`config.mk`:
```
export PLATFORM = sky130hd
export DESIGN_NAME = cr16_core
export DESIGN_NICKNAME = d
export VERILOG_FILES = /design/src/source/cr16_pkg.sv /design/src/source/cr16_alu.sv /design/src/source/cr16_regfile.sv /design/src/source/cr16_control.sv /design/src/source/cr16_core.sv
export SDC_FILE = /design/constraint.sdc
export NUM_CORES = 1
export LEC_CHECK = 0
export BUFFER_PORTS_ARGS = -buffer_cell sky130_fd_sc_hd__buf_4
export CAP_MARGIN = 20
export CORE_ASPECT_RATIO = 0.8
export CORE_MARGIN = 5
export CORE_UTILIZATION = 30
export CTS_CLUSTER_SIZE = 16
export DETAILED_ROUTE_END_ITERATION = 7
export GPL_TIMING_DRIVEN = 0
export RECOVER_POWER = 100
export SETUP_SLACK_MARGIN = 0.4
export SLEW_MARGIN = 20
export SYNTH_ARGS = -nofsm -noshare
export SYNTH_HDL_FRONTEND = slang
export SYNTH_SLANG_ARGS = --single-unit
```
`constraint.sdc`:
```
create_clock -name I_CLK -period 13.2 [get_ports I_CLK]
set_input_delay 1.98 -clock I_CLK [delete_from_list [all_inputs] [get_ports I_CLK]]
set_output_delay 1.98 -clock I_CLK [all_outputs]
set_load 0.02 [all_outputs]
```
`src/source/cr16_pkg.sv`:
```
/*
 * Shared types for the CR16 core: widths, opcode and state encodings,
 * the instruction layout and the structs passed between blocks.
 * Every RTL file of the core imports this package.
 */
package cr16_pkg;

    localparam int WORD_W    = 16;
    localparam int REG_COUNT = 16;

    typedef logic [WORD_W-1:0] word_t;
    typedef logic [3:0]        reg_idx_t;

    // Primary opcode, instruction bits 15:12
    typedef enum logic [3:0] {
        EXT_ALU = 4'b0000,
        ADDI    = 4'b0001,
        SUBI    = 4'b0100,
        CMPI    = 4'b0101,
        ANDI    = 4'b0111,
        ORI     = 4'b1000,
        XORI    = 4'b1001,
        MOVIL   = 4'b1010,
        MOVIU   = 4'b1011,
        BCOND   = 4'b1100,
        EXT_SYS = 4'b1111
    } opcode_e;

    // Extension, bits 7:4; ALU ops under EXT_ALU, the rest under EXT_SYS
    typedef enum logic [3:0] {
        ADD   = 4'b0000,
        MOV   = 4'b0001,
        SUB   = 4'b0011,
        CMP   = 4'b0100,
        AND   = 4'b0110,
        OR    = 4'b0111,
        XOR   = 4'b1000,
        LOAD  = 4'b1010,
        STORE = 4'b1011
    } ext_e;

    typedef enum logic [2:0] {
        ALU_ADD,
        ALU_SUB,
        ALU_AND,
        ALU_OR,
        ALU_XOR,
        ALU_CLEAR
    } alu_op_e;

    // Branch conditions, carried in the Rdest field
    typedef enum logic [3:0] {
        COND_EQ = 4'b0000,
        COND_NE = 4'b0001,
        COND_CS = 4'b0010,
        COND_CC = 4'b0011,
        COND_FS = 4'b0100,
        COND_FC = 4'b0101,
        COND_LT = 4'b0110,
        COND_LE = 4'b0111,
        COND_LO = 4'b1000,
        COND_LS = 4'b1001,
        COND_GT = 4'b1010,
        COND_GE = 4'b1011,
        COND_HI = 4'b1100,
        COND_HS = 4'b1101,
        COND_UC = 4'b1110
    } cond_e;

    typedef enum logic [2:0] {
        S_FETCH,
        S_DECODE,
        S_EXEC_ALU,
        S_EXEC_MOV,
        S_BRANCH_WAIT,
        S_LOAD_WAIT,
        S_LOAD_WRITE,
        S_STORE
    } state_e;

    // Immediate forms use {ext, rsrc} as the 8-bit immediate
    typedef struct packed {
        opcode_e  opcode;
        reg_idx_t rdest;
        ext_e     ext;
        reg_idx_t rsrc;
    } instr_t;

    typedef struct packed {
        logic negative;
        logic zero;
        logic flag;
        logic low;
        logic carry;
    } flags_t;

    typedef struct packed {
        reg_idx_t a_sel;
        reg_idx_t b_sel;
        word_t    imm;
        logic     imm_sel;
        alu_op_e  alu_op;
        logic     wr_en;
        logic     wr_data_sel;
    } dp_ctrl_t;

    typedef struct packed {
        word_t addr;
        word_t wdata;
        logic  we;
    } mem_req_t;

endpackage

```
`src/source/cr16_alu.sv`:
```
/*
 * Combinational ALU of the CR16 core.
 * dest is the Rdest operand, src is Rsrc or the decoded immediate.
 */
`timescale 1ns/1ps

module cr16_alu (
    input  cr16_pkg::alu_op_e op,
    input  cr16_pkg::word_t   src,
    input  cr16_pkg::word_t   dest,
    output cr16_pkg::word_t   result,
    output cr16_pkg::flags_t  flags
);
    import cr16_pkg::*;

    always_comb begin
        result = '0;
        flags  = '0;

        // Compare-style flags, shared by every real op
        flags.zero     = (dest == src);
        flags.low      = (dest < src);
        flags.negative = ($signed(dest) < $signed(src));

        case (op)
            ALU_ADD: begin
                {flags.carry, result} = {1'b0, dest} + {1'b0, src};
                flags.flag = (dest[WORD_W-1] == src[WORD_W-1]) &&
                             (result[WORD_W-1] != dest[WORD_W-1]);
            end
            ALU_SUB: begin
                // Carry holds the borrow out of dest - src
                {flags.carry, result} = {1'b0, dest} - {1'b0, src};
                flags.flag = (dest[WORD_W-1] != src[WORD_W-1]) &&
                             (result[WORD_W-1] != dest[WORD_W-1]);
            end
            ALU_AND: result = dest & src;
            ALU_OR:  result = dest | src;
            ALU_XOR: result = dest ^ src;
            default: begin
                // CLEAR and anything unknown drive all outputs low
                result = '0;
                flags  = '0;
            end
        endcase
    end

endmodule

```
`src/source/cr16_regfile.sv`:
```
/*
 * Register file of the CR16 core: sixteen words, two asynchronous
 * read ports and one write port that is frozen while enable is low.
 */
`timescale 1ns/1ps

module cr16_regfile (
    input  logic               I_CLK,
    input  logic               I_NRESET,
    input  logic               enable,
    input  cr16_pkg::reg_idx_t a_sel,
    input  cr16_pkg::reg_idx_t b_sel,
    input  logic               wr_en,
    input  cr16_pkg::reg_idx_t wr_sel,
    input  cr16_pkg::word_t    wr_data,
    output cr16_pkg::word_t    a,
    output cr16_pkg::word_t    b
);
    import cr16_pkg::*;

    word_t regs [REG_COUNT];

    always_ff @(posedge I_CLK or negedge I_NRESET) begin
        if (!I_NRESET) begin
            for (int i = 0; i < REG_COUNT; i++) begin
                regs[i] <= '0;
            end
        end else if (enable && wr_en) begin
            regs[wr_sel] <= wr_data;
        end
    end

    // a is Rsrc, b is Rdest
    assign a = regs[a_sel];
    assign b = regs[b_sel];

endmodule

```
`src/source/cr16_control.sv`:
```
/*
 * Controller of the CR16 core: FSM, instruction register, decode,
 * program counter and status flags. It steers the datapath through
 * dp_ctrl and drives the single memory port combinationally.
 */
`timescale 1ns/1ps

module cr16_control (
    input  logic               I_CLK,
    input  logic               I_NRESET,
    input  logic               enable,
    input  cr16_pkg::word_t    mem_rdata,
    input  cr16_pkg::word_t    a,
    input  cr16_pkg::word_t    b,
    input  cr16_pkg::flags_t   alu_flags,
    output cr16_pkg::dp_ctrl_t dp_ctrl,
    output cr16_pkg::word_t    mov_data,
    output cr16_pkg::mem_req_t mem_req,
    output cr16_pkg::word_t    pc
);
    import cr16_pkg::*;

    state_e   state;
    instr_t   instr_q;
    flags_t   flags_q;
    logic [7:0] imm8;
    word_t    disp;
    cond_e    cond;
    alu_op_e  alu_op;
    word_t    imm;
    logic     imm_sel;
    logic     is_alu;
    logic     is_cmp;
    logic     is_mov;
    logic     is_load;
    logic     is_store;
    logic     cond_true;

    assign imm8 = {instr_q.ext, instr_q.rsrc};
    assign disp = {{8{imm8[7]}}, imm8};
    assign cond = cond_e'(instr_q.rdest);

    assign is_cmp   = (instr_q.opcode == CMPI) ||
                      (instr_q.opcode == EXT_ALU && instr_q.ext == CMP);
    assign is_mov   = (instr_q.opcode == MOVIL) || (instr_q.opcode == MOVIU) ||
                      (instr_q.opcode == EXT_SYS && instr_q.ext == MOV);
    assign is_load  = (instr_q.opcode == EXT_SYS && instr_q.ext == LOAD);
    assign is_store = (instr_q.opcode == EXT_SYS && instr_q.ext == STORE);

    // ALU op and immediate decode
    always_comb begin
        alu_op  = ALU_CLEAR;
        imm     = '0;
        imm_sel = 1'b0;
        is_alu  = 1'b1;
        case (instr_q.opcode)
            EXT_ALU: begin
                case (instr_q.ext)
                    ADD:      alu_op = ALU_ADD;
                    SUB, CMP: alu_op = ALU_SUB;
                    AND:      alu_op = ALU_AND;
                    OR:       alu_op = ALU_OR;
                    XOR:      alu_op = ALU_XOR;
                    default:  is_alu = 1'b0;
                endcase
            end
            ADDI, SUBI, CMPI: begin
                alu_op  = (instr_q.opcode == ADDI) ? ALU_ADD : ALU_SUB;
                imm     = disp;
                imm_sel = 1'b1;
            end
            ANDI, ORI, XORI: begin
                // Logic immediates are zero-extended
                alu_op  = (instr_q.opcode == ANDI) ? ALU_AND :
                          (instr_q.opcode == ORI)  ? ALU_OR  : ALU_XOR;
                imm     = {8'h00, imm8};
                imm_sel = 1'b1;
            end
            default: is_alu = 1'b0;
        endcase
    end

    // Branch condition against the stored flags
    always_comb begin
        case (cond)
            COND_EQ: cond_true = flags_q.zero;
            COND_NE: cond_true = !flags_q.zero;
            COND_CS: cond_true = flags_q.carry;
            COND_CC: cond_true = !flags_q.carry;
            COND_FS: cond_true = flags_q.flag;
            COND_FC: cond_true = !flags_q.flag;
            COND_LT: cond_true = !flags_q.negative && !flags_q.zero;
            COND_LE: cond_true = !flags_q.negative;
            COND_LO: cond_true = !flags_q.low && !flags_q.zero;
            COND_LS: cond_true = !flags_q.low;
            COND_GT: cond_true = flags_q.negative;
            COND_GE: cond_true = flags_q.negative || flags_q.zero;
            COND_HI: cond_true = flags_q.low;
            COND_HS: cond_true = flags_q.low || flags_q.zero;
            COND_UC: cond_true = 1'b1;
            default: cond_true = 1'b0;
        endcase
    end

    always_ff @(posedge I_CLK or negedge I_NRESET) begin
        if (!I_NRESET) begin
            state   <= S_FETCH;
            instr_q <= '0;
            flags_q <= '0;
            pc      <= '0;
        end else if (enable) begin
            case (state)
                S_FETCH: begin
                    instr_q <= instr_t'(mem_rdata);
                    pc      <= pc + word_t'(1);
                    state   <= S_DECODE;
                end
                S_DECODE: begin
                    if (instr_q.opcode == BCOND) begin
                        // PC already points past the branch
                        if (cond_true) begin
                            pc    <= pc + disp;
                            state <= S_BRANCH_WAIT;
                        end else begin
                            state <= S_FETCH;
                        end
                    end else if (is_alu) begin
                        state <= S_EXEC_ALU;
                    end else if (is_mov) begin
                        state <= S_EXEC_MOV;
                    end else if (is_load) begin
                        state <= S_LOAD_WAIT;
                    end else if (is_store) begin
                        state <= S_STORE;
                    end else begin
                        state <= S_FETCH;
                    end
                end
                S_EXEC_ALU: begin
                    flags_q <= alu_flags;
                    state   <= S_FETCH;
                end
                S_LOAD_WAIT: state <= S_LOAD_WRITE;
                default:     state <= S_FETCH;
            endcase
        end
    end

    always_comb begin
        dp_ctrl.a_sel       = instr_q.rsrc;
        dp_ctrl.b_sel       = instr_q.rdest;
        dp_ctrl.imm         = imm;
        dp_ctrl.imm_sel     = imm_sel;
        dp_ctrl.alu_op      = alu_op;
        dp_ctrl.wr_en       = (state == S_EXEC_ALU && !is_cmp) ||
                              (state == S_EXEC_MOV) || (state == S_LOAD_WRITE);
        dp_ctrl.wr_data_sel = (state == S_EXEC_MOV) || (state == S_LOAD_WRITE);
    end

    // Write-back data for MOV, MOVIL, MOVIU and LOAD
    always_comb begin
        if (state == S_LOAD_WRITE) begin
            mov_data = mem_rdata;
        end else if (instr_q.opcode == MOVIL) begin
            mov_data = {8'h00, imm8};
        end else if (instr_q.opcode == MOVIU) begin
            mov_data = {imm8, 8'h00};
        end else begin
            mov_data = a;
        end
    end

    always_comb begin
        mem_req.addr  = pc;
        mem_req.wdata = '0;
        mem_req.we    = 1'b0;
        case (state)
            S_LOAD_WAIT, S_LOAD_WRITE: mem_req.addr = a;
            S_STORE: begin
                mem_req.addr  = b;
                mem_req.wdata = a;
                // A frozen core must not repeat the write
                mem_req.we    = enable;
            end
            default: mem_req.addr = pc;
        endcase
    end

endmodule

```
`src/source/cr16_core.sv`:
```
/*
 * Top level of the cut-down CR16 core.
 * Connects the controller, register file and ALU; the memory sits
 * outside and is reached through mem_req and mem_rdata.
 */
`timescale 1ns/1ps

module cr16_core (
    input  logic               I_CLK,
    input  logic               I_NRESET,
    input  logic               enable,
    input  cr16_pkg::word_t    mem_rdata,
    output cr16_pkg::mem_req_t mem_req,
    output cr16_pkg::word_t    pc
);
    import cr16_pkg::*;

    dp_ctrl_t dp_ctrl;
    word_t    a;
    word_t    b;
    word_t    mov_data;
    word_t    alu_src;
    word_t    alu_result;
    word_t    wr_data;
    flags_t   alu_flags;

    cr16_control i_cr16_control (
        .I_CLK     (I_CLK),
        .I_NRESET  (I_NRESET),
        .enable    (enable),
        .mem_rdata (mem_rdata),
        .a         (a),
        .b         (b),
        .alu_flags (alu_flags),
        .dp_ctrl   (dp_ctrl),
        .mov_data  (mov_data),
        .mem_req   (mem_req),
        .pc        (pc)
    );

    // Rdest is both the B operand and the write target
    cr16_regfile i_cr16_regfile (
        .I_CLK    (I_CLK),
        .I_NRESET (I_NRESET),
        .enable   (enable),
        .a_sel    (dp_ctrl.a_sel),
        .b_sel    (dp_ctrl.b_sel),
        .wr_en    (dp_ctrl.wr_en),
        .wr_sel   (dp_ctrl.b_sel),
        .wr_data  (wr_data),
        .a        (a),
        .b        (b)
    );

    assign alu_src = dp_ctrl.imm_sel ? dp_ctrl.imm : a;

    cr16_alu i_cr16_alu (
        .op     (dp_ctrl.alu_op),
        .src    (alu_src),
        .dest   (b),
        .result (alu_result),
        .flags  (alu_flags)
    );

    assign wr_data = dp_ctrl.wr_data_sel ? mov_data : alu_result;

endmodule

```
==> results.yml <==
outcome:
  outcome: "finished, violations left"
  violations: "capacitance limit, slew limit"
logic_synthesis:
  syn_area_sq_um: 19500
  yosysSeqAreaShare_pct: 37.9
  avgSynthCellArea_sq_um: 9.99
  synth.most_common_cell: "nand2_1"
  async_flop_share_pct: 100
  synthFlopType: "dfrtp_1"
  synth_cell_types: 85
  synth_common_cells: "363 x nand2_1, 296 x dfrtp_1, 209 x o21ai_0, 147 x mux4_2, 100 x clkbuf_1"
  yosys.area.top_type: "dfrtp_1"
  synthesis.nets: 2040
  synthCells: 1955
  synth-edff-count: 0
  ys_seq_elements: 296
  netlist_top_cells_area: "dfrtp_1 38%, mux4_2 17%, nand2_1 7.0%"
  synth_top_area_share_pct: 37.9
  yosys_warnings: 0
cts:
  cts-hold-fix-buffers: 0
  ctsResizeCount: 0
  cts_max_path_buffers: 3
  cts_post_setup_buffers_inserted: 0
  insertion_delay_ns: 0.53
  cts_tree: "built"
  cts.clk_slew.worst_paths_ns: 0.06
  cts_made_buffers: 34
  cts.sinks: 296
  cts_root_buf: "clkbuf_16"
  ctsHtreeMaxLevel: 2
final_layout:
  syn_to_final_growth_pct: 12.5
  final_util_pct: 34.1
  final_area_sq_um: 22000
  fin_nets: 2147
  drive_above_1_share_pct: 14.3
  seq_area_sq_um: 7410
  fill_cells: 6523
  multi_input_area_sq_um: 11000
timing:
  tightest_slew_ns: 5.25
  fin_tns_setup_ns: 0
  skew_ns: 0.0263
  finalCritPeriodShare_pct: 63.8
  finalSetupViolCount: 0
  maxClockFrequency_mhz: 119
  fin_crit_ns: 8.42
  max-slew-margin-rel_pct: -250
  slew_violations: 308
  finalHoldViolations: 0
  rsz0062_at_grt: "no"
  timing.final.ws_setup_ns: 4.78
global_routing:
  grt_pass1_vias: 16500
  antenna_found_initial: 2
  grt_use_met2_pct: 27.8
  track_usage_pct: 20.8
  top_usage_layer: "met1"
  grt_pass1_wl_mm: 111
  grt_use_met1_pct: 31.2
  overflow: 0
  grt.met3_usage_pct: 8.24
  grt_max_degree: 95
floorplanning:
  die_area_sq_um: 70400
  die_h_microns: 238
  pin_count: 68
  floorplan.rows: 83
  floorplan.initialDensity_pct: 30.3
  die_x_microns: 295
  core_area_sq_um: 64400
routing:
  postRouteAntennaNets: 0
  via_count: 17400
  drtIter0Drc: 2272
  via_per_inst: 5.94
  wirelength_mm: 75.6
  drc_errors: 0
  wl_per_cell_microns: 25.8
  firstDrtPassIters: 5
place:
  post-place-ws_ns: 6.35
  gp_congestion: 0.957
  postPlaceCellArea_sq_um: 21200
  dp_hpwl_mm: 57.7
  portBuffers: 67
critical_path:
  crit_fanout: 10
  rrSetupSlack_ns: 4.78
  cp-start-kind: "flop"
  required_ns: 13.57
  cp.arrival_ns: 8.79
  crit_path_end_kind: "flop"
  criticalPathCategory: "flop to flop"
hold_path:
  hold_class: "flop to flop"
run:
  cap_viol_max_count: 5
layout make-up:
class                           count  share of cell area [%]
Clock inverter                     12                   0.797
Buffer                            157                    3.27
Sequential cell                   296                    33.7
Antenna cell                        2                  0.0228
Inverter                           56                   0.957
Timing Repair Buffer               71                    1.81
Multi-Input combinational cell   1446                    50.2
Clock buffer                       44                    4.37
Tap cell                          850                    4.84
metrics by stage:
stage | std cells | hold WS (ns)
2_1_floorplan | 1955 | 0.458
3_3_place_gp | 2872 | 0.473
3_5_place_dp | 2875 | 0.488
4_1_cts | 2931 | 0.501
5_1_grt | 2932 | 0.513
6_report | 2934 | 0.499
logic make-up after synthesis:
group                    share of synthesized area (%)
adder cells (fa/ha/maj)                           4.34
AND/OR/NAND/NOR                                   13.2
flip-flops                                        37.9
AO/OA/AOI/OAI                                     17.5
XOR/XNOR                                          1.08
buffers and inverters                             5.02
multiplexers                                      21.0
placed cells by master (no fill, tap or decap), types with 15 or more instances in the layout:
cell         n
clkbuf_1   166
inv_1       53
o21ai_0    295
ha_1        63
o211ai_1    20
nand2_1    363
a22o_1      18
mux2_2      15
mux2i_1     28
clkbuf_16   35
nand3_1     23
nor2_1      83
dfrtp_1    296
buf_2       16
a21oi_1     95
mux4_2     147
buf_4       33
worst max-delay path, stage by stage (launching register included):
cell and delay (ns):
dfrtp_1 0.33, clkbuf_1 0.32, clkbuf_1 0.69, clkbuf_1 0.75, clkbuf_1 0.66, mux4_2 0.45, mux4_2 0.62, nand2_1 0.11
nand2_1 0.15, ha_1 0.31, clkbuf_1 0.36, inv_1 0.08, a21oi_1 0.46, o211ai_1 0.28, o21ai_0 0.42, o32ai_1 0.16
a211oi_1 0.39, o21ai_0 0.33, a21boi_0 0.83, clkbuf_1 0.37, o21ai_0 0.17
per-layer routing:
metal	wire length [microns]	vias up	part of all wire, %
li1	-	7344	-
met1	32200	8896	43
met2	30500	1065	40
met3	11100	110	15
met4	1860	0	2.5
met5	0	-	0
flip-flops by register name, indices dropped and copies added (netlist names):
name                    flops
i_cr16_control.instr_q      4
i_cr16_control.pc          16
i_cr16_control.disp         4
i_cr16_control.state        3
i_cr16_regfile.regs       256
i_cr16_control.cond         4
i_cr16_control.flags_q      5
i_cr16_control.dp_ctrl      4
worst paths after layout:
| kind | end | cells past startpoint | from |
|---|---|---|---|
| max | i_cr16_regfile.regs[43] | 20 | i_cr16_control.dp_ctrl[27] |
| min | i_cr16_regfile.regs[100] | 2 | i_cr16_regfile.regs[100] |
| max reg2reg | i_cr16_regfile.regs[43] | 20 | i_cr16_control.dp_ctrl[27] |
| min reg2reg | i_cr16_regfile.regs[100] | 2 | i_cr16_regfile.regs[100] |
| max in group asynchronous | i_cr16_regfile.regs[140] | 2 | I_NRESET |
| min in group asynchronous | i_cr16_regfile.regs[210] | 1 | I_NRESET |
Power is left out: the tool's default activity adds up to more than one toggle a clock period on the data nets, which glitch-free logic cannot reach.
